--- src/rtl/vls_params.svh ---
`ifndef VLS_PARAMS_SVH
`define VLS_PARAMS_SVH

// datapath widths
`define VLS_DATA_W      16
`define VLS_ADDR_W      16
`define VLS_VREG_W      4

// bank index bits, upper address bits are dropped so addresses wrap
`define VLS_SPAD_AW     8

// memory opcodes
`define VLS_OP_LOAD     7'b0100111
`define VLS_OP_STORE    7'b0101000

// flow control
`define VLS_CREDITS     4
`define VLS_FIFO_DEPTH  8

`endif

--- src/rtl/vls_pkg.sv ---
`default_nettype none

`include "vls_params.svh"

package vls_pkg;

  // decoded memory operation
  typedef enum logic [1:0] {
    OP_NONE  = 2'd0,
    OP_LOAD  = 2'd1,
    OP_STORE = 2'd2
  } vls_op_e;

  // one lane of an incoming instruction
  typedef struct packed {
    logic [`VLS_VREG_W-1:0] vd;
    logic [`VLS_ADDR_W-1:0] base;
    logic [7:0]             imm;
    logic [`VLS_DATA_W-1:0] data;
  } vls_lane_t;

  typedef struct packed {
    logic      valid;
    logic [6:0] opcode;
    vls_lane_t a;
    vls_lane_t b;
  } vls_instr_t;

  // issue stage to scratchpad
  typedef struct packed {
    logic                   valid;
    vls_op_e                op;
    logic [`VLS_ADDR_W-1:0] addr_a;
    logic [`VLS_ADDR_W-1:0] addr_b;
    logic [`VLS_DATA_W-1:0] data_a;
    logic [`VLS_DATA_W-1:0] data_b;
  } vls_req_t;

  // scratchpad to writeback
  typedef struct packed {
    logic                   valid;
    vls_op_e                op;
    logic [`VLS_DATA_W-1:0] data_a;
    logic [`VLS_DATA_W-1:0] data_b;
  } vls_resp_t;

  typedef struct packed {
    logic [`VLS_VREG_W-1:0] vd_a;
    logic [`VLS_VREG_W-1:0] vd_b;
  } vls_dest_t;

  typedef struct packed {
    logic                   valid;
    logic [`VLS_VREG_W-1:0] vd_a;
    logic [`VLS_VREG_W-1:0] vd_b;
    logic [`VLS_DATA_W-1:0] data_a;
    logic [`VLS_DATA_W-1:0] data_b;
  } vls_wb_t;

endpackage

`default_nettype wire

--- src/rtl/vls_dest_fifo.sv ---
`timescale 1ns/1ps
`default_nettype none

`include "vls_params.svh"

module vls_dest_fifo import vls_pkg::*; (
  input  logic      CLK,
  input  logic      nRST,
  input  logic      push,
  input  vls_dest_t push_data,
  input  logic      pop,
  output vls_dest_t head
);

  localparam int AW = $clog2(`VLS_FIFO_DEPTH);
  localparam logic [AW:0] FULL = `VLS_FIFO_DEPTH;

  vls_dest_t     mem [`VLS_FIFO_DEPTH];
  logic [AW-1:0] rd_ptr;
  logic [AW-1:0] wr_ptr;
  logic [AW:0]   count;
  logic          do_push;
  logic          do_pop;

  assign do_pop  = pop && (count != '0);
  // a full FIFO still takes a push when the head leaves in the same cycle
  assign do_push = push && ((count != FULL) || do_pop);

  always_ff @(posedge CLK or negedge nRST) begin
    if (!nRST) begin
      rd_ptr <= '0;
      wr_ptr <= '0;
      count  <= '0;
    end else begin
      if (do_push) begin
        wr_ptr <= wr_ptr + 1'b1;
      end
      if (do_pop) begin
        rd_ptr <= rd_ptr + 1'b1;
      end
      case ({do_push, do_pop})
        2'b10:   count <= count + 1'b1;
        2'b01:   count <= count - 1'b1;
        default: count <= count;
      endcase
    end
  end

  always_ff @(posedge CLK) begin
    if (do_push) begin
      mem[wr_ptr] <= push_data;
    end
  end

  // head is read straight out of the array
  assign head = mem[rd_ptr];

endmodule

`default_nettype wire

--- config.mk ---
export PLATFORM = sky130hd
export DESIGN_NAME = vls_dest_fifo
export DESIGN_NICKNAME = d
export VERILOG_FILES = /design/src/rtl/vls_pkg.sv /design/src/rtl/vls_dest_fifo.sv
export VERILOG_INCLUDE_DIRS = /design/src /design/src/rtl
export SDC_FILE = /design/constraint.sdc
export NUM_CORES = 1
export LEC_CHECK = 0
export BUFFER_PORTS_ARGS = -buffer_cell sky130_fd_sc_hd__buf_2
export CORE_ASPECT_RATIO = 0.8
export CORE_UTILIZATION = 44
export CTS_BUF_LIST = sky130_fd_sc_hd__clkbuf_4 sky130_fd_sc_hd__clkbuf_8 sky130_fd_sc_hd__clkbuf_16
export CTS_CLUSTER_DIAMETER = 40
export CTS_CLUSTER_SIZE = 20
export DETAILED_ROUTE_END_ITERATION = 10
export PLACE_DENSITY = 0.62
export SKIP_LAST_GASP = 1
export SYNTH_ARGS = -nofsm -noshare
export SYNTH_HDL_FRONTEND = slang
export SYNTH_SLANG_ARGS = --single-unit
--- constraint.sdc ---
create_clock -name CLK -period 3.22 [get_ports CLK]
set_clock_uncertainty 0.2 [all_clocks]
set_input_delay 0.322 -clock CLK [delete_from_list [all_inputs] [get_ports CLK]]
set_output_delay 0.322 -clock CLK [all_outputs]
set_load 0.02 [all_outputs]
==> out/results.tsv <==
stage	metric	value	unit
run_status	outcome	complete, no violations	
sta	setup_tns	0	ps
layout	fin_nets	207	
clock_tree	htreeDepth	3	
die	die_width	95.0	um
clock_tree	clock-root-buffer	clkbuf_8	
routing	met1_length	2.40	mm
layout	diodes	0	
worst_setup_path	crit_path_start	count[1]	
logic_synthesis	syn_nets	170	
clock_tree	tritoncts	yes	
worst_setup_path	ff2ff_path_depth	8	
global_route	grt_pass1_wl	8.52	mm
clock_tree	clock_sinks	74	
worst_setup_path	required	3270	ps
worst_setup_path	slowest_stage	o41ai_2	
worst_setup_path	cp_num_cells	8	
die	core	6540	um2
placement	placed_cell_area	3290	um2
layout	finalInstanceArea	3520	um2
logic_synthesis	ys_seq_area_share	71.4	%
global_route	track_usage	16.9	%
hold_path	min_path_type	in -> reg	
worst_setup_path	reg2reg_from	count[1]	
clock_tree	ctsResizeCount	0	
sta	finalHoldViolations	0	
die	die_h	76.4	um
worst_setup_path	path_cells	o41ai_2 -> or2_2 -> inv_1 -> ha_1 -> a21o_1 -> a21oi_1 -> mux2i_1 -> xor2_1	
routing	dr.max_layer_used	met4	
worst_setup_path	cp_top_family	compound AO/OA/AOI/OAI gates	
layout	areaGrowthSynthToFinish	15.6	%
sta	period_share	82.3	%
die	ios	20	
sta	drv_slew	0	
logic_synthesis	yosysUniqueCellTypes	29	
global_route	grt_max_degree	19	
global_route	first_global_vias	1572	
sta	rsz0062_at_grt	no	
placement	numPortBuffers	19	
power_and_ir_drop	max-vdd-ir-drop	0.479	mV
sta	worst_pin_slew	1020	ps
logic_synthesis	synth_warnings	0	
run	max_cap_viol_count	0	
worst_setup_path	cp-end-kind	flop	
sta	period_needed	2650	ps
power_and_ir_drop	p_sw_share	30.9	%
clock_tree	clk_pin_slew_worst_paths	70	ps
routing	dr_wl_met2	2.61	mm
hold_path	hold_depth	1	
global_route	antenna_found_initial	0	
routing	wl	5.32	mm
die	start_util	46.5	%
layout	drive_above_1_share	38.5	%
routing	avgRoutedWirePerCell	19.1	um
power_and_ir_drop	powerDensity	908	nW/um2
routing	dr.pass1.iters	4	
power_and_ir_drop	switchingPower	0.988	mW
power_and_ir_drop	pwr-share-comb	32.2	%
worst_setup_path	cp_data_arrival_time	2700	ps
logic_synthesis	ys_ff_latch	74	
routing	route.met3.wl	280	um
worst_setup_path	crit_fanout	5	
clock_tree	cts_made_buffers	9	
routing	vias	1484	
worst_setup_path	path_class	reg -> reg	
power_and_ir_drop	p_seq_share	44.3	%
worst_setup_path	crit_path_max_incr_delay	610	ps
die	placementRows	26	
hold_path	hold_start	push_data[7]	
clock_tree	clockBufferDepth	2	
routing	antenna_left	0	
sta	fmax	377	MHz
worst_setup_path	cp.buffers_inverters	1	
placement	hpwl	3.55	mm
routing	drt_iter0_drc	73	
power_and_ir_drop	p_clk_share	23.4	%
sta	setup_viol	0	
clock_tree	clk_latency	330	ps
logic_synthesis	netlist_instances	153	
die	die_area	7250	um2
routing	vias_per_cell	5.32	
power_and_ir_drop	internal_power	2.21	mW
logic_synthesis	synth.avg_cell_area	19.9	um2
power_and_ir_drop	total_leakage_power	1.25	nW
worst_setup_path	startpoint_type	flop	
global_route	grt_overflow	0	
placement	gp_congestion	0.738	
clock_tree	postCtsSetupBuffers	0	
logic_synthesis	synth_area	3040	um2
sta	slew_headroom	31.5	%
routing	drc	0	
-- per-stage QoR --
stage	cells	util, %	setup WS, ps	power (mW)	hold WS (ps)
after CTS	279	53.8	528	3.24	31.7
after floorplan	153	-	825	2.17	-174
final	279	53.8	569	3.19	56.0
after global placement	262	50.4	685	2.43	-11.9
after global routing	279	53.8	420	3.36	46.9
after detailed placement	262	50.4	546	2.47	5.41
-- cells in the mapped netlist --
cell type,n,area [um2]
mux2i_1,2,20.0
nor2_1,6,22.5
o21a_1,1,7.51
mux4_2,16,360
o41ai_2,1,16.3
buf_4,1,7.51
edfxtp_1,64,1920
nor4_1,1,6.26
o211ai_1,1,7.51
nand2_1,6,22.5
nor3_1,4,20.0
a21oi_1,1,5.00
mux2_4,1,15.0
clkbuf_1,2,7.51
o21ai_2,1,8.76
or3_4,1,11.3
fa_1,1,20.0
a311oi_4,1,26.3
dfrtp_1,10,250
xor2_1,3,26.3
or2_2,1,6.26
ha_1,4,50.1
buf_2,1,5.00
nand2b_1,3,18.8
buf_6,1,11.3
inv_1,4,15.0
a21o_1,1,7.51
mux2_2,9,101
xnor2_1,5,43.8
-- power groups by stage --
stage | Combinational [mW] | Clock, mW | Sequential (mW)
after floorplan | 0.842 | 0 | 1.33
after global placement | 1.01 | 0 | 1.42
after detailed placement | 1.04 | 0 | 1.43
after CTS | 1.05 | 0.768 | 1.42
after global routing | 1.12 | 0.803 | 1.44
final | 1.03 | 0.748 | 1.42
-- flip-flops by register name (all words and copies together), names as in the netlist --
name and count:
count 4, mem 64, rd_ptr 3, wr_ptr 3
-- cells in the final DEF, fill, tap and decap left out, drive strengths merged --
master / count
ha: 4
a311oi: 1
clkbuf: 10
nor2: 6
nand2: 6
or3: 1
o41ai: 1
nand2b: 3
mux2i: 2
o21a: 1
mux4: 16
o21ai: 1
buf: 30
a21o: 1
or2: 1
inv: 4
dfrtp: 10
bufinv: 2
a21oi: 1
xor2: 3
xnor2: 5
nor3: 4
fa: 1
mux2: 10
clkinv: 4
edfxtp: 64
nor4: 1
o211ai: 1
dlygate4sd3: 1
-- worst paths after layout --
path                            slack [ps]        end
worst max-delay path                   570   count[3]
worst min-delay path                    60  mem[0][7]
worst max register to register         570   count[3]
worst min register to register         370  wr_ptr[2]
max in group asynchronous             2420  rd_ptr[2]
min in group asynchronous              190   count[0]
-- repair_timing --
item / 4_1_cts / 5_1_grt
hold endpoints to repair: 10 / 0
endpoints found under the setup margin: 0 / 0
hold buffers: 1 / 0
-- kinds of logic (layout without fill, tap and decap cells) --
kind of cell / count (synthesis) / count (layout) / synth area share, %
buffers and inverters: 9 / 51 / 1.52
AO/OA/AOI/OAI: 7 / 7 / 2.59
AND/OR/NAND/NOR: 22 / 22 / 3.54
multiplexers: 28 / 28 / 16.3
adder cells (fa/ha/maj): 5 / 5 / 2.30
XOR/XNOR: 8 / 8 / 2.30
flip-flops: 74 / 74 / 71.4
-- cell type report --
cell class	count	area, um2
fill	496	3020
sequential	74	2170
multi-input combinational	70	823
timing repair buffer	31	188
clock buffer	10	131
tap	84	105
clock inverter	6	81.3
inverter	4	15.0
-- metal layers --
metal,GRT usage (%),vias up
met3,5.89,6
met5,0,-
met2,25.0,34
met1,23.9,764
met4,4.55,0
li1,-,680
(Power assumes the default switching activity.)
