**src/rtl/vls_params.svh**
```systemverilog
`ifndef VLS_PARAMS_SVH
`define VLS_PARAMS_SVH

// datapath widths
`define VLS_DATA_W      16
`define VLS_ADDR_W      16
`define VLS_VREG_W      4

// bank index bits, upper address bits are dropped so addresses wrap
`define VLS_SPAD_AW     8

// memory opcodes
`define VLS_OP_LOAD     7'b0100111
`define VLS_OP_STORE    7'b0101000

// flow control
`define VLS_CREDITS     4
`define VLS_FIFO_DEPTH  8

`endif

```
**src/rtl/vls_pkg.sv**
```systemverilog
`default_nettype none

`include "vls_params.svh"

package vls_pkg;

  // decoded memory operation
  typedef enum logic [1:0] {
    OP_NONE  = 2'd0,
    OP_LOAD  = 2'd1,
    OP_STORE = 2'd2
  } vls_op_e;

  // one lane of an incoming instruction
  typedef struct packed {
    logic [`VLS_VREG_W-1:0] vd;
    logic [`VLS_ADDR_W-1:0] base;
    logic [7:0]             imm;
    logic [`VLS_DATA_W-1:0] data;
  } vls_lane_t;

  typedef struct packed {
    logic      valid;
    logic [6:0] opcode;
    vls_lane_t a;
    vls_lane_t b;
  } vls_instr_t;

  // issue stage to scratchpad
  typedef struct packed {
    logic                   valid;
    vls_op_e                op;
    logic [`VLS_ADDR_W-1:0] addr_a;
    logic [`VLS_ADDR_W-1:0] addr_b;
    logic [`VLS_DATA_W-1:0] data_a;
    logic [`VLS_DATA_W-1:0] data_b;
  } vls_req_t;

  // scratchpad to writeback
  typedef struct packed {
    logic                   valid;
    vls_op_e                op;
    logic [`VLS_DATA_W-1:0] data_a;
    logic [`VLS_DATA_W-1:0] data_b;
  } vls_resp_t;

  typedef struct packed {
    logic [`VLS_VREG_W-1:0] vd_a;
    logic [`VLS_VREG_W-1:0] vd_b;
  } vls_dest_t;

  typedef struct packed {
    logic                   valid;
    logic [`VLS_VREG_W-1:0] vd_a;
    logic [`VLS_VREG_W-1:0] vd_b;
    logic [`VLS_DATA_W-1:0] data_a;
    logic [`VLS_DATA_W-1:0] data_b;
  } vls_wb_t;

endpackage

`default_nettype wire

```
**src/rtl/vls_writeback.sv**
```systemverilog
`timescale 1ns/1ps
`default_nettype none

module vls_writeback import vls_pkg::*; (
  input  logic      CLK,
  input  logic      nRST,
  input  vls_resp_t resp,
  input  vls_dest_t dest,
  output logic      dest_pop,
  output vls_wb_t   wb,
  output logic      credit_return
);

  logic    load_hit;
  vls_wb_t last_q;

  assign load_hit = resp.valid && (resp.op == OP_LOAD);

  // FIFO head belongs to this load since loads retire in issue order
  assign dest_pop = load_hit;

  // one credit back per instruction, whatever its op
  assign credit_return = resp.valid;

  // fields hold the previous writeback between loads
  always_comb begin
    wb       = last_q;
    wb.valid = 1'b0;
    if (load_hit) begin
      wb.valid  = 1'b1;
      wb.vd_a   = dest.vd_a;
      wb.vd_b   = dest.vd_b;
      wb.data_a = resp.data_a;
      wb.data_b = resp.data_b;
    end
  end

  always_ff @(posedge CLK or negedge nRST) begin
    if (!nRST) begin
      last_q <= '0;
    end else if (load_hit) begin
      last_q <= wb;
    end
  end

endmodule

`default_nettype wire

```
**config.mk**
```make
export PLATFORM = sky130hd
export DESIGN_NAME = vls_writeback
export DESIGN_NICKNAME = d
export VERILOG_FILES = /design/src/rtl/vls_pkg.sv /design/src/rtl/vls_writeback.sv
export VERILOG_INCLUDE_DIRS = /design/src /design/src/rtl
export SDC_FILE = /design/constraint.sdc
export NUM_CORES = 1
export LEC_CHECK = 0
export BUFFER_PORTS_ARGS = -buffer_cell sky130_fd_sc_hd__buf_2
export CAP_MARGIN = 25
export CORE_MARGIN = 3
export CORE_UTILIZATION = 40
export DETAILED_ROUTE_END_ITERATION = 10
export PLACE_DENSITY_LB_ADDON = 0.08
export SYNTH_ARGS = -nofsm -noshare
export SYNTH_HDL_FRONTEND = slang
export SYNTH_SLANG_ARGS = --single-unit
export TNS_END_PERCENT = 50
```
**constraint.sdc**
```tcl
create_clock -name CLK -period 1.2 [get_ports CLK]
set_input_delay 0.18 -clock CLK [delete_from_list [all_inputs] [get_ports CLK]]
set_output_delay 0.18 -clock CLK [all_outputs]
set_load 0.02 [all_outputs]
```
==> results by group, run 1 <==
Outcome
  • Status: finished with violations
  • Failing checks: setup timing

Clocking
  • CTS tree: built
  • Clk sinks: 40
  • H-tree Lvls: 2
  • Root buffer cell: clkbuf_8
  • CTS Buf Count: 5
  • Clock latency on the worst-skew pair: 0.29 ns
  • Clock transition at path regs: 0.08 ns
  • Max Root-Sink Buffers: 2

Layout
  • Largest Register: last_q
  • Biggest regs: last_q x40
  • Fin area: 3250 um2
  • Nets: 283
  • Final cell count without fillers: 311
  • Final Core Density: 57.3%
  • N_diodes: 0
  • Max reg flops: 40
  • Fill count: 459
  • Synth-to-Final Area Change: 34.6%
  • Fraction of layout cells with a size suffix above 1: 82.0%

Routing
  • 1st-iter DRT viols: 35
  • DRT Pass-1 Iters: 3
  • Vias per std cell: 4.62
  • DRC errors left: 0
  • Vias: 1437
  • WL/cell: 15.1 um
  • Final WL: 4.70 mm
  • ANT nets after route: 0

Timing
  • Unrepaired setup endpoints after global routing: yes
  • Fmax achieved: 0.759 GHz
  • Worst Tran Pin Value: 0.414 ns
  • Final WS setup: -0.117 ns
  • Worst hold slack: 0.134 ns
  • Tmin final: 1.32 ns
  • Worst clock skew: 0 ns
  • Setup violators final: 40
  • Max Slew Vio Count: 0
  • Slew HR: 72.4%
  • Period utilization: 110%
  • Final Hold Fails: 0

Synth
  • FF+latch count, synth: 40
  • Net Count, Synth: 178
  • Sequential share of the synthesized area: 41.4%
  • Cells after Synth: 133
  • Synth top area share: 49.1%
  • Yosys cell types: 7
  • Synth warnings: 0
  • Synth top area cells: mux2_4 49%, dfrtp_1 41%, buf_12 7.5%
  • Area leader, netlist: mux2_4
  • Avg Cell Area, Syn: 18.2 um2
  • Netlist Area Pre-Place: 2420 um2

Floorplanning
  • Core ar.: 5680 um2
  • Die Wd: 83.7 um
  • Die height: 83.7 um
  • IO Count: 88
  • Die ar.: 7010 um2
  • Row count: 27
  • Starting density of the core: 42.6%

Global route
  • Global-route wire length before repair: 7.65 mm
  • Largest net degree at the start of global routing: 34
  • GRT Total Usage: 13.5%
  • Initial antenna violation count: 0
  • GRT overflow: 0
  • Vias in the first global route: 1593

Power
  • Worst vdd rail ir drop: 0.766 mV
  • Leakage: 1.82 nW
  • PD cells: 1470 nW/um2

Worst setup path
  • Worst setup EP type: primary output
  • Flop-to-flop setup slack: 0.31 ns
  • CP Data Required Time: 1.02 ns
  • Critical path class: in -> out
  • Crit Path Max Fanout: 33
  • Critical path arrival: 1.14 ns
  • Startpoint types: input pin

Flow run
  • Number of max-cap violations: 0

Place
  • Number of port buffers: 87
  • DP Area: 2910 um2
  • Routability cong.: 0.706
  • Post-Place Cells: 298
  • DP HPWL: 3.48 mm

Hold path
  • HP Class: in -> reg
## layer usage
metal  vias up  track usage [%]  wire, um
met2        52             23.6      2440
met5         -                0         0
met1       698             15.1      1810
li1        679                -         -
met3         8             5.92       378
met4         0             3.51        68
## cells by family (layout without fill, tap and decap cells)
logic type	after synthesis	count (layout)	synth area share [%]
buffers and inverters	12	118	8.23
AND/OR/NAND/NOR	1	1	0.828
multiplexers	80	80	49.5
flip-flops	40	40	41.4
## layout by cell type, fill, tap and decap left out
cell type and instances:
buf_12 3, buf_2 56, buf_4 18, buf_6 31, bufinv_16 1, clkbuf_1 1
clkbuf_8 5, clkinv_2 1, dfrtp_1 40, dlygate4sd3_1 1, inv_1 1, mux2_2 1
mux2_4 79, nand3b_4 1
## layout make-up
type | count | area (um2) | area share (%)
multi-input combinational | 81 | 1220 | 37.4
timing repair buffer | 109 | 835 | 25.6
inverter | 1 | 3.75 | 0.115
tap | 72 | 90.1 | 2.77
sequential | 40 | 1000 | 30.8
clock buffer | 6 | 72.6 | 2.23
clock inverter | 2 | 35.0 | 1.08
## worst max-delay path: stages
cell and delay (ns):
buf_6 0.09, nand3b_4 0.17, buf_12 0.20, mux2_4 0.32, buf_2 0.16
## worst paths after layout
path / from / cells past startpoint / endpoint
max in group asynchronous: nRST / 3 / last_q[22]
min: dest[6] / 2 / last_q[38]
max reg2reg: last_q[18] / 2 / last_q[18]
max: resp[33] / 5 / wb[0]
min reg2reg: last_q[20] / 1 / last_q[20]
min in group asynchronous: nRST / 2 / last_q[7]
## stage by stage
step | setup TNS (ns) | power [W] | worst slack (ns)
6_report | -3.39 | 0.00479 | -0.117
3_3_place_gp | -4.84 | 0.00339 | -0.104
4_1_cts | -3.78 | 0.00463 | -0.113
3_5_place_dp | -6.09 | 0.00344 | -0.127
5_1_grt | -4.29 | 0.00503 | -0.131
2_1_floorplan | 0 | 0.00299 | 0.0621
## report_power, final
group / internal, W / leakage (nW) / total (W) / switching, W
Clock: 0.000617 / 0.0552 / 0.00108 / 0.000460
Combinational: 0.00120 / 1.29 / 0.00195 / 0.000753
Sequential: 0.00160 / 0.473 / 0.00175 / 0.000150
## cells in the mapped netlist
library cell and number:
buf_12 9, nand3b_4 1, inv_1 1, buf_4 2, mux2_2 1, dfrtp_1 40
mux2_4 79
## repair_timing
action                                  CTS  global route
hold buffers                              1             0
endpoints found under the hold margin    17             0
endpoints found under the setup margin   40            40
pin swaps                                 1             0
buffers inserted                          0             4
resized for setup                        21            38
(Power assumes the default switching activity.)
==> run 2: changes to the inputs <==
- GPL_TIMING_DRIVEN: not set -> 0
- SETUP_SLACK_MARGIN: not set -> 0.05
==> results by group, run 2 (synthesized netlist as in run 1, its figures left out) <==
Clocking
  • Root buffer cell: clkbuf_8
  • CTS Buf Count: 5
  • Max Root-Sink Buffers: 2
  • # hold bufs at CTS: 0
  • Clock transition at path regs: 0.08 ns
  • H-tree Lvls: 2
  • Clock latency on the worst-skew pair: 0.29 ns
  • CTS tree: built
  • Clk sinks: 40

Timing
  • Worst clock skew: 0 ns
  • Final Hold Fails: 0
  • Period utilization: 113%
  • Setup TNS: -5.82 ns
  • Fmax achieved: 0.737 GHz
  • Setup violators final: 50
  • Worst Tran Pin Value: 0.894 ns
  • Unrepaired setup endpoints after global routing: yes
  • Final WS setup: -0.156 ns
  • Slew HR: 40.4%
  • Worst hold slack: 0.00981 ns
  • Max Slew Vio Count: 0
  • Tmin final: 1.36 ns

Power
  • Worst vdd rail ir drop: 0.657 mV
  • Leakage: 1.87 nW
  • PD cells: 1440 nW/um2
  • Pwr Total: 0.00487 W

Routing
  • WL/cell: 16.0 um
  • Vias per std cell: 4.73
  • DRC errors left: 0
  • Final WL: 4.88 mm
  • 1st-iter DRT viols: 31
  • ANT nets after route: 0
  • Vias: 1442
  • DRT Pass-1 Iters: 2

Layout
  • Synth-to-Final Area Change: 39.7%
  • Most frequent cells in the layout: 79 x mux2_4, 48 x buf_2, 40 x dfrtp_1
  • Final cell count without fillers: 305
  • FF/Latch Area: 1000 um2
  • Fin area: 3380 um2
  • Nets: 277
  • Largest Register: last_q
  • Multi-input logic area: 1220 um2
  • N_diodes: 0
  • Biggest regs: last_q x40
  • Fill count: 450
  • Fraction of layout cells with a size suffix above 1: 82.4%
  • Most common cell after layout, fill and taps aside: mux2_4
  • Max reg flops: 40

Hold path
  • HP Class: in -> async

Place
  • DP HPWL: 3.42 mm
  • DP Area: 2940 um2
  • Number of port buffers: 87
  • Routability cong.: 0.762
  • Post-Place Cells: 292

Global route
  • Initial antenna violation count: 0
  • Global-route wire length before repair: 8.32 mm
  • Vias in the first global route: 1663
  • GRT Total Usage: 14.6%
  • GRT overflow: 0
  • Largest net degree at the start of global routing: 41

Worst setup path
  • Critical path arrival: 1.18 ns
  • Reg2reg path depth: 1
  • Flop-to-flop setup slack: 0.43 ns
  • Worst setup EP type: primary output
  • R2r startpoint: last_q[3]
  • Critical path class: in -> out
  • Crit Path Max Fanout: 10
  • Startpoint types: input pin
  • Reg2Reg Capture Point: last_q[3]
  • CP Data Required Time: 1.02 ns

Floorplanning
  • Core ar.: 5680 um2
  • Die Wd: 83.7 um
  • Row count: 27
  • IO Count: 88
  • Die ar.: 7010 um2
  • Die height: 83.7 um
  • Starting density of the core: 42.6%

Flow run
  • Number of max-cap violations: 0

Outcome
  • Failing checks: setup timing
  • Status: finished with violations
run 2: changes by cell type in the layout (fill, tap and decap cells not counted):
cell           delta
inv_1             -1
buf_16            +1
buf_2             -8
buf_4            -13
bufbuf_16         +1
dlygate4sd3_1     -1
inv_2             +1
buf_6             +8
buf_12            +6
run 2: layout make-up:
type | instances | share of cell area [%]
timing repair buffer | 92 | 22.6
buffer | 11 | 5.78
clock buffer | 6 | 2.15
clock inverter | 2 | 1.04
multi-input combinational | 81 | 36.1
tap | 72 | 2.67
sequential | 40 | 29.6
inverter | 1 | 0.111
run 2: timing repair:
action                                  in CTS  in global routing
buffers inserted                             3                  0
resized for setup                           72                  7
endpoints found under the setup margin      42                 52
gates cloned                                 2                  0
run 2: through the flow:
| stage | util [%] | worst slack (ns) |
|---|---|---|
| 5_1_grt | 59.5 | -0.188 |
| 3_5_place_dp | 51.9 | -0.186 |
| 6_report | 59.5 | -0.156 |
| 3_3_place_gp | 51.9 | -0.181 |
| 2_1_floorplan | - | 0.0621 |
| 4_1_cts | 59.2 | -0.164 |
run 2: worst max path at each step:
stage              to     start  slack [ns]  cells past startpoint
6_report       wb[18]  resp[33]       -0.16                      6
4_1_cts        wb[37]  resp[33]       -0.16                      6
3_5_place_dp   wb[39]  resp[33]       -0.19                      6
2_1_floorplan  wb[40]  resp[33]        0.06                      5
5_1_grt        wb[18]  resp[33]       -0.19                      6
3_3_place_gp   wb[31]  resp[33]       -0.18                      6
run 2: critical path: stages:
cell and delay [ns]:
buf_6 0.09, nand3b_4 0.16, buf_12 0.16, buf_12 0.15, mux2_4 0.30, buf_6 0.13
run 2: power breakdown:
group / internal, W / leakage [nW] / switching, W
registers: 0.00160 / 0.473 / 0.000148
logic: 0.00127 / 1.34 / 0.000766
clock network: 0.000617 / 0.0552 / 0.000468
run 2: per-layer routing:
metal	up-vias	wire [um]	track usage, %
met3	7	291	4.15
met4	0	65	4.39
met2	50	2530	25.9
met5	-	0	0
met1	709	1990	17.0
li1	676	-	-
