--- config.mk ---
export PLATFORM = sky130hd
export DESIGN_NAME = vls_issue
export DESIGN_NICKNAME = d
export VERILOG_FILES = /design/src/rtl/vls_pkg.sv /design/src/rtl/vls_issue.sv
export VERILOG_INCLUDE_DIRS = /design/src /design/src/rtl
export SDC_FILE = /design/constraint.sdc
export NUM_CORES = 1
export LEC_CHECK = 0
export BUFFER_PORTS_ARGS = -buffer_cell sky130_fd_sc_hd__buf_4
export CORE_ASPECT_RATIO = 0.6
export CORE_MARGIN = 5
export CORE_UTILIZATION = 44
export DETAILED_ROUTE_END_ITERATION = 12
export PLACE_DENSITY = 0.95
export SYNTH_ARGS = -nofsm -noshare
export SYNTH_HDL_FRONTEND = slang
export SYNTH_SLANG_ARGS = --single-unit
--- constraint.sdc ---
create_clock -name CLK -period 3.7 [get_ports CLK]
set_clock_uncertainty 0.2 [all_clocks]
set_input_delay 0.555 -clock CLK [delete_from_list [all_inputs] [get_ports CLK]]
set_output_delay 0.555 -clock CLK [all_outputs]
set_load 0.01 [all_outputs]
--- src/rtl/vls_params.svh ---
`ifndef VLS_PARAMS_SVH
`define VLS_PARAMS_SVH

// datapath widths
`define VLS_DATA_W      16
`define VLS_ADDR_W      16
`define VLS_VREG_W      4

// bank index bits, upper address bits are dropped so addresses wrap
`define VLS_SPAD_AW     8

// memory opcodes
`define VLS_OP_LOAD     7'b0100111
`define VLS_OP_STORE    7'b0101000

// flow control
`define VLS_CREDITS     4
`define VLS_FIFO_DEPTH  8

`endif

--- src/rtl/vls_pkg.sv ---
`default_nettype none

`include "vls_params.svh"

package vls_pkg;

  // decoded memory operation
  typedef enum logic [1:0] {
    OP_NONE  = 2'd0,
    OP_LOAD  = 2'd1,
    OP_STORE = 2'd2
  } vls_op_e;

  // one lane of an incoming instruction
  typedef struct packed {
    logic [`VLS_VREG_W-1:0] vd;
    logic [`VLS_ADDR_W-1:0] base;
    logic [7:0]             imm;
    logic [`VLS_DATA_W-1:0] data;
  } vls_lane_t;

  typedef struct packed {
    logic      valid;
    logic [6:0] opcode;
    vls_lane_t a;
    vls_lane_t b;
  } vls_instr_t;

  // issue stage to scratchpad
  typedef struct packed {
    logic                   valid;
    vls_op_e                op;
    logic [`VLS_ADDR_W-1:0] addr_a;
    logic [`VLS_ADDR_W-1:0] addr_b;
    logic [`VLS_DATA_W-1:0] data_a;
    logic [`VLS_DATA_W-1:0] data_b;
  } vls_req_t;

  // scratchpad to writeback
  typedef struct packed {
    logic                   valid;
    vls_op_e                op;
    logic [`VLS_DATA_W-1:0] data_a;
    logic [`VLS_DATA_W-1:0] data_b;
  } vls_resp_t;

  typedef struct packed {
    logic [`VLS_VREG_W-1:0] vd_a;
    logic [`VLS_VREG_W-1:0] vd_b;
  } vls_dest_t;

  typedef struct packed {
    logic                   valid;
    logic [`VLS_VREG_W-1:0] vd_a;
    logic [`VLS_VREG_W-1:0] vd_b;
    logic [`VLS_DATA_W-1:0] data_a;
    logic [`VLS_DATA_W-1:0] data_b;
  } vls_wb_t;

endpackage

`default_nettype wire

--- src/rtl/vls_issue.sv ---
`timescale 1ns/1ps
`default_nettype none

`include "vls_params.svh"

module vls_issue import vls_pkg::*; (
  input  logic       CLK,
  input  logic       nRST,
  input  vls_instr_t instr,
  output vls_req_t   req,
  output logic       dest_push,
  output vls_dest_t  dest_in
);

  vls_op_e                op;
  logic [`VLS_ADDR_W-1:0] addr_a;
  logic [`VLS_ADDR_W-1:0] addr_b;

  logic                   valid_q;
  vls_op_e                op_q;
  logic [`VLS_ADDR_W-1:0] addr_a_q;
  logic [`VLS_ADDR_W-1:0] addr_b_q;
  logic [`VLS_DATA_W-1:0] data_a_q;
  logic [`VLS_DATA_W-1:0] data_b_q;

  // opcode decode, anything unknown becomes a no-op
  always_comb begin
    case (instr.opcode)
      `VLS_OP_LOAD:  op = OP_LOAD;
      `VLS_OP_STORE: op = OP_STORE;
      default:       op = OP_NONE;
    endcase
  end

  // base plus zero-extended immediate per lane
  assign addr_a = instr.a.base + `VLS_ADDR_W'(instr.a.imm);
  assign addr_b = instr.b.base + `VLS_ADDR_W'(instr.b.imm);

  // load destinations enter the FIFO at the sampling edge
  assign dest_push    = instr.valid && (op == OP_LOAD);
  assign dest_in.vd_a = instr.a.vd;
  assign dest_in.vd_b = instr.b.vd;

  always_ff @(posedge CLK or negedge nRST) begin
    if (!nRST) begin
      valid_q <= 1'b0;
    end else begin
      valid_q <= instr.valid;
    end
  end

  always_ff @(posedge CLK) begin
    op_q     <= op;
    addr_a_q <= addr_a;
    addr_b_q <= addr_b;
    data_a_q <= instr.a.data;
    data_b_q <= instr.b.data;
  end

  assign req = '{
    valid:  valid_q,
    op:     op_q,
    addr_a: addr_a_q,
    addr_b: addr_b_q,
    data_a: data_a_q,
    data_b: data_b_q
  };

endmodule

`default_nettype wire

==> reports/metrics.csv, run 1 <==
metric,value,unit
status,"finished, final reports clean",
finalSetupViolations,0,
start_util,45.6,%
grt_pass1_wl,11900,µm
fin_util,71.5,%
cts_buffers,9,
crit_fanout,5,
synth_cells,236,
setup_tns,0,ps
final_hold_viol_count,0,
ys_warn_count,0,
via_per_inst,4.87,
cts_htree_levels,3,
whs,124,ps
place_inst,461,
synth_nets,352,
antenna_found_initial,0,
hold_path_class,in -> reg,
tightest_slew,518,ps
pin_count,174,
crit_type,in -> reg,
p_leak,1.88,nW
cp.required,3690,ps
cap_violations,0,
synth.largest_area_cell,dfxtp_1,
synth_top_cell_area_share,51.7,%
postSynthAreaPerCell,10.8,µm²
multi_input_area,0.00112,mm²
wl_met3,736,µm
first_pass_iters,6,
first_global_vias,2340,
cts_tree,built,
clockBufferDepth,2,
worst_ep_arrival_time,2400,ps
postCtsSetupBuffers,0,
dp_hpwl,6040,µm
seqCellArea,0.00135,mm²
wl_met1,2790,µm
nFillCells,408,
die_w,108,µm
p_per_area,475,mW/mm²
cts_root_buf,clkbuf_8,
timing.fmax,416,MHz
layout_min_cycle_time,2400,ps
highest_layer,met4,
synth-seq-area-share,52.7,%
final_cells,478,
critPathCapture,addr_b_q[10],
drc,0,
track_usage,20.2,%
slew_headroom,65.4,%
final.period_utilization,65.0,%
cts_sinks,67,
io_buffers,157,
clk_transition_reported_paths,70,ps
grt_max_degree,13,
layout-drive-gt1-share,45.0,%
netlist_area,0.00255,mm²
gp_congestion,0.792,
num-nets-final,509,
vias,2330,
rsz0062_at_grt,no,
dieArea,0.00748,mm²
synth_edf_count,0,
startpoint_type,input pin,
core_area,0.00560,mm²
crit_start,instr[16],
ys_types,44,
async_flop_share,1.49,%
die_y,69.0,µm
route.met2.wl,3910,µm
wl_per_cell,15.9,µm
ctsResizeCount,0,
hold_buffers,1,
num_antenna_cells,0,
rows,21,
end_kind,flip-flop,
yosys-top-cells-area,"dfxtp_1 (52%), ha_1 (7.8%), xnor2_1 (5.1%)",
totalWireLength,7620,µm
ys.flop_type,dfxtp_1,
area_growth_syn_to_layout,56.6,%
drt-initial-drc-count,87,
antenna_left,0,
peakVddDrop,265,µV
gr-total-overflow,0,
synth-seq-cells,67,
drv_slew,0,
synthesized netlist by cell type (all sizes together), types with 2 or more instances:
cell / instances
or4: 2
clkbuf: 3
and3: 3
nor3: 3
fa: 2
a21o: 5
nand2b: 7
a21oi: 14
ha: 16
o21bai: 2
o211ai: 12
o31ai: 2
nand3: 6
xor2: 4
xnor2: 15
or3: 3
nand4: 7
buf: 9
o21ai: 9
nand2: 10
inv: 3
nor2: 13
dfxtp: 66
or2: 2
a211oi: 3
o21a: 2
how the worst min path moves through the flow:
stage | startpoint | to | cells after the start
2_1_floorplan | nRST | valid_q | 0
3_3_place_gp | nRST | valid_q | 1
3_5_place_dp | nRST | valid_q | 1
4_1_cts | instr[3] | data_b_q[3] | 1
5_1_grt | instr[5] | data_b_q[5] | 1
6_report | instr[3] | data_b_q[3] | 1
cells in the final DEF (no fill, tap or decap), types with 2 or more instances in the layout:
cell type / count
inv_1: 3
o211ai_1: 12
a21oi_1: 14
nand2b_1: 7
xor2_1: 4
fa_1: 2
nand3_1: 5
xnor2_1: 15
a21o_1: 5
nor3_1: 3
o31ai_1: 2
nor2_1: 13
clkbuf_8: 11
o21a_1: 2
a211oi_1: 2
bufinv_16: 2
clkinvlp_4: 2
and3_1: 3
o21bai_1: 2
o21ai_0: 7
buf_4: 157
or3_1: 2
o21ai_1: 2
dfxtp_1: 66
or4_1: 2
nand4_1: 7
ha_1: 16
nand2_1: 10
report_power, final:
group | internal [mW] | switching (mW) | total (mW) | leakage, nW
clock network | 0.418 | 0.267 | 0.685 | 0.112
logic | 0.214 | 0.185 | 0.399 | 1.20
registers | 0.794 | 0.0204 | 0.814 | 0.568
total | 1.43 | 0.472 | 1.90 | 1.88
kinds of logic (layout without fill, tap and decap cells):
group,Yosys count,in the layout,share of synthesized area [%]
AOI/OAI and AO/OA,54,54,14.1
adders and majority gates,18,18,9.41
buffers and inverters,15,177,3.53
and+or+nand+nor,63,63,13.7
DFF,67,67,52.7
xor gates and xnor gates,19,19,6.52
per-layer routing:
metal  up-vias  GRT usage, %
li1       1151             -
met1      1054          21.7
met2       104          36.4
met3        21          6.81
met4         0          7.98
met5         -             0
flip-flops by register name, summed over array words and instances (netlist names):
name and cells:
valid_q 1, data_a_q 16, data_b_q 16, addr_b_q 16, op_q 2, addr_a_q 16
metrics by stage:
step	power (mW)	worst slack (ps)	instance area (µm²)
after floorplan	1.01	1320	2550
after global placement	1.21	1100	3750
after global routing	2.00	1160	4000
after CTS	1.92	1330	4000
after detailed placement	1.23	966	3750
final	1.90	1300	4000
worst max-delay path, cell delays in order:
cell and delay (ps):
buf_4 110, ha_1 220, fa_1 420, a21o_1 220, a221oi_2 440, o2bb2ai_1 270
o211ai_1 160
final cells by class:
class	count	share of cell area (%)
multi-input cells	154	27.9
well taps	80	2.50
flip-flops and latches	67	33.7
clock buffers	11	3.79
inverters	3	0.282
clock inverters	5	2.10
repair buffers	158	29.7
Note: power is estimated with default switching activity, not from simulation.
==> inputs of run 2 (changes only) <==
- CORE_UTILIZATION: 44 -> 41
- PLACE_DENSITY: 0.95 -> 0.9
- clock period: 3.7 -> 2.32 ns (I/O delays scaled with it)
==> run 2 against run 1 <==
Net effect:
- first-iteration DRC count up 28%
- combinational power is 75% higher
- sequential share of layout area fell by 2.6 points
- worst hold slack got worse by 110 ps
- die area increased by 6.4%
- critical path depth decreased by 1
==> reports/metrics.csv, run 2 (synthesized netlist as in run 1, its figures left out) <==
metric,value,unit,change
totalWireLength,8400,µm,+10%
cts_tree,built,,
end_kind,output pin,,
hold_path_class,in -> reg,,
clockBufferDepth,2,,unchanged
start_util,42.0,%,-3.7 points
path_common_cell,buf_4,,
track_usage,21.1,%,+0.84 points
num_antenna_cells,0,,unchanged
grt_pass1_wl,13300,µm,+12%
first_global_vias,2613,,+12%
dp_hpwl,6240,µm,+3.2%
antenna_found_initial,0,,unchanged
crit_chain,dlygate4sd3_1 -> buf_4 -> nand4b_1 -> nor2_1 -> and2_1 -> buf_4,,
holdPathStages,2,,+1
peakVddDrop,372,µV,+41%
cts_sinks,67,,unchanged
startpoint_type,input pin,,
cts_buffers,9,,unchanged
gr-total-overflow,0,,unchanged
slowest_delay,540,ps,+100 ps
final.period_utilization,87.8,%,
grt_max_degree,14,,+1
first_pass_iters,4,,-2
die_w,112,µm,+3.3%
clk_transition_reported_paths,70,ps,about the same
layout_min_cycle_time,2040,ps,
crit_fanout,2,,-3
core_area,0.00608,mm²,+8.7%
fin_ws,282,ps,-1010 ps
layout-drive-gt1-share,41.6,%,-3.4 points
power,2.95,mW,+56%
via_per_inst,4.83,,-0.86%
cp_slowest_cell,dlygate4sd3_1,,
gp_congestion,0.904,,+14%
p_per_area,682,mW/mm²,+44%
crit_type,in -> out,,
cp.required,1770,ps,-1920 ps
rsz0062_at_grt,no,,
dieArea,0.00796,mm²,+6.4%
fin_util,71.2,%,-0.23 points
tightest_slew,461,ps,-57.9 ps
wl_per_cell,16.2,µm,+1.5%
final_hold_viol_count,0,,unchanged
area_growth_syn_to_layout,69.7,%,
cts_root_buf,clkbuf_8,,
timing.fmax,491,MHz,
drc,0,,unchanged
hold_buffers,36,,+35
rows,22,,+4.8%
slew_headroom,69.0,%,+3.5 points
drt-initial-drc-count,111,,+28%
p_leak,2.02,nW,+7.4%
cap_violations,0,,unchanged
layout_commonest_cell,buf_4,,
pin_count,174,,unchanged
postCtsSetupBuffers,0,,unchanged
io_buffers,157,,unchanged
finalSetupViolations,0,,unchanged
pre_cts_ws,-1.52,ps,-968 ps
layout_common_cells,"buf_4 (159), dfxtp_1 (66), dlygate4sd3_1 (36), ha_1 (16), xnor2_1 (15)",,
status,"finished, final reports clean",,
worst_ep_arrival_time,1490,ps,-910 ps
ctsResizeCount,0,,unchanged
nFillCells,424,,+3.9%
antenna_left,0,,unchanged
cts_htree_levels,3,,unchanged
die_y,71.1,µm,+3.1%
vias,2508,,+7.6%
drv_slew,0,,unchanged
num-nets-final,546,,+7.3%
## run 2: where the power goes
group	leakage, nW	internal (mW)	switching, mW	total (mW)
sequential	0.568	1.27	0.0361	1.30
clock	0.0923	0.501	0.452	0.953
combinational	1.36	0.385	0.314	0.699
total	2.02	2.15	0.803	2.95
## run 2: worst paths after layout
check | start | to
max | instr[89] | dest_push
min | instr[35] | addr_b_q[11]
max in group asynchronous | nRST | valid_q
min in group asynchronous | nRST | valid_q
## run 2: critical path, delay by kind of cell
| kind | cells | cell delay (ps) |
|---|---|---|
| buf+inv | 3 | 770 |
| simple gates | 3 | 380 |
## run 2: layout make-up
type	count	area (µm²)	area share, %
Sequential cell	67	1350	31.1
Clock buffer	9	124	2.86
Clock inverter	7	75.1	1.73
Multi-Input combinational cell	154	1120	25.8
Tap cell	84	105	2.43
Inverter	3	11.3	0.260
Timing Repair Buffer	195	1550	35.9
## run 2: metrics by stage
step,hold slack (ps),setup TNS (ps),area [µm²],std cells
6_report,16.7,0,4330,519
5_1_grt,7.49,0,4330,519
4_1_cts,3.69,0,4330,519
3_5_place_dp,-73.3,-1.83,3770,467
3_3_place_gp,-76.5,0,3770,467
2_1_floorplan,-148,0,2550,236
## run 2: metal layers
| metal | wire [µm] | global-route usage (%) | up-vias |
|---|---|---|---|
| li1 | - | - | 1234 |
| met1 | 3450 | 24.3 | 1168 |
| met2 | 4260 | 38.4 | 93 |
| met3 | 581 | 5.73 | 13 |
| met4 | 112 | 6.21 | 0 |
| met5 | 0 | 0 | - |
==> inputs of run 3 (changes only) <==
- ABC_AREA: not set -> 1
- CORE_UTILIZATION: 41 -> 35
- PLACE_DENSITY: 0.9 -> 0.79
==> run 3 against run 2 <==
Net effect:
- design area is 8.6% higher
- setup slack better by 180 ps
- maximum frequency rose by 9.5%
- synthesized area rose by 9.8%
- routed wire length rose by 1.3%
- non-clock buffer count fell by 4
- synthesized cell count increased by 46%
- total power grew 15%
- worst hold slack gained 17 ps
- first-iteration DRC count shrank 17%
==> reports/metrics.csv, run 3 <==
metric,value,unit,change
gr-total-overflow,0,,unchanged
totalWireLength,8510,µm,+1.3%
die_y,79.3,µm,+12%
cts_htree_levels,3,,unchanged
layout-drive-gt1-share,33.8,%,-7.8 points
route.met2.wl,3950,µm,-7.2%
crit_type,in -> out,,
first_pass_iters,4,,unchanged
cts_root_buf,clkbuf_16,,
startpoint_type,input pin,,
synth.largest_area_cell,dfxtp_1,,
synth_top_family_by_area,simple AND/OR/NAND/NOR gates,,
cts_buffers,9,,unchanged
track_usage,17.9,%,-3.1 points
slew_headroom,82.4,%,+13 points
final.period_utilization,80.2,%,-7.6 points
wl_met1,3710,µm,+7.6%
num-nets-final,653,,+20%
dp_hpwl,6490,µm,+4.1%
worst_ep_arrival_time,1310,ps,-180 ps
peakVddDrop,357,µV,-4.1%
clk_transition_reported_paths,60,ps,about the same
start_util,35.7,%,-6.3 points
layout_min_cycle_time,1860,ps,-177 ps
synthAdderAreaFrac,8.57,%,-0.84 points
die_w,126,µm,+12%
wl_met3,695,µm,+20%
grt_pass1_wl,14300,µm,+7.6%
cts_sinks,67,,unchanged
gp_congestion,0.924,,+2.2%
async_flop_share,1.49,%,unchanged
cap_violations,0,,unchanged
io_buffers,157,,unchanged
first_global_vias,2987,,+14%
synth_top_cell_area_share,47.1,%,-4.6 points
grt_max_degree,13,,-1
status,"finished, final reports clean",,
postSynthAreaPerCell,8.15,µm²,-25%
final_hold_viol_count,0,,unchanged
drc,0,,unchanged
p_per_area,719,mW/mm²,+5.5%
synth_edf_count,0,,unchanged
highest_layer,met4,,
power,3.38,mW,+15%
synth-simple-area-share,28.4,%,+15 points
synth-seq-area-share,48.0,%,-4.7 points
antenna_left,0,,unchanged
drt-initial-drc-count,92,,-17%
rsz0062_at_grt,no,,
synth-seq-cells,67,,unchanged
wl_per_cell,13.1,µm,-19%
finalSetupViolations,0,,unchanged
rows,25,,+14%
nFillCells,669,,+58%
pin_count,174,,unchanged
drv_slew,0,,unchanged
end_kind,output pin,,
area_growth_syn_to_layout,67.9,%,
ys.flop_type,dfxtp_1,,
yosysMostFrequentCell,nand2_1,,
yosys-top-cells-area,"dfxtp_1 (47%), nand2_1 (15%), ha_1 (7.1%)",,
setup_tns,0,ps,unchanged
vias,2812,,+12%
synth_cells,344,,+46%
ys_warn_count,0,,unchanged
via_per_inst,4.33,,-10%
layout_commonest_cell,buf_4,,
synthMuxAreaShare,0,%,unchanged
ys_types,28,,-36%
layout_common_cells,"buf_4 (157), nand2_1 (111), dfxtp_1 (66), inv_1 (46), dlygate4sd3_1 (34)",,
tightest_slew,264,ps,-196 ps
synth_nets,460,,+31%
hold_path_class,in -> reg,,
p_leak,2.54,nW,+26%
clockBufferDepth,2,,unchanged
netlist_area,0.00280,mm²,+9.8%
crit_fanout,2,,unchanged
synth-xor-area-share,3.75,%,-2.8 points
synthTopCellsByCount,"nand2_1 (111), dfxtp_1 (66), inv_1 (46)",,
num_antenna_cells,0,,unchanged
holdPathStages,2,,unchanged
cp.required,1770,ps,about the same
timing.fmax,537,MHz,+9.5%
core_area,0.00785,mm²,+29%
antenna_found_initial,0,,unchanged
dieArea,0.00996,mm²,+25%
cts_tree,built,,
synth-compound-area-share,2.50,%,-12 points
-- run 3: metrics by stage --
stage | instances | area [µm²] | hold slack [ps] | setup slack [ps] | util, %
final | 649 | 4700 | 34.1 | 459 | 59.9
after global routing | 649 | 4700 | 37.8 | 428 | 59.9
after CTS | 649 | 4700 | 23.3 | 460 | 59.9
after detailed placement | 600 | 4050 | -74.9 | 292 | 51.6
after global placement | 600 | 4050 | -76.0 | 350 | 51.6
after floorplan | 344 | 2800 | -148 | 563 | -
-- run 3: path summary, 6_finish.rpt --
kind                       startpoint           to  slack [ps]
min in group asynchronous        nRST      valid_q         150
max in group asynchronous        nRST      valid_q        1690
min                         instr[24]  addr_b_q[0]          30
max                         instr[95]    dest_push         460
-- run 3: kinds of logic (layout without fill, tap and decap cells) --
logic type / Yosys count / after routing
AND/OR/NAND/NOR: 179 / 179
flip-flops: 67 / 67
buffers and inverters: 56 / 253
adder cells (fa/ha/maj): 18 / 18
AO/OA/AOI/OAI: 12 / 12
XOR/XNOR: 12 / 12
-- run 3: what timing repair did --
item	4_1_cts	5_1_grt
buffers inserted	0	0
hold endpoints to repair	34	0
gates resized for setup	0	0
hold buffers	34	0
-- run 3: area by class of cell --
type,count,area [µm²],area share [%]
Multi-Input combinational cell,221,1210,25.8
Clock inverter,6,90.1,1.91
Timing Repair Buffer,191,1520,32.3
Sequential cell,67,1350,28.6
Inverter,47,176,3.75
Tap cell,108,135,2.87
Clock buffer,9,225,4.79
-- run 3: worst max-delay path, stage by stage --
cell and delay, ps:
dlygate4sd3_1 530, buf_4 130, and3_1 160, buf_4 140
-- run 3: metal layers --
metal  vias to the layer above  track usage [%]
met4                         0             5.95
met5                         -                0
li1                       1447                -
met1                      1240             22.4
met3                        11             5.71
met2                       114             29.6
-- run 3: power by group --
part / internal, mW / switching (mW) / leakage [nW]
sequential: 1.26 / 0.0315 / 0.568
clock: 0.937 / 0.476 / 0.152
combinational: 0.361 / 0.317 / 1.82
total: 2.56 / 0.824 / 2.54
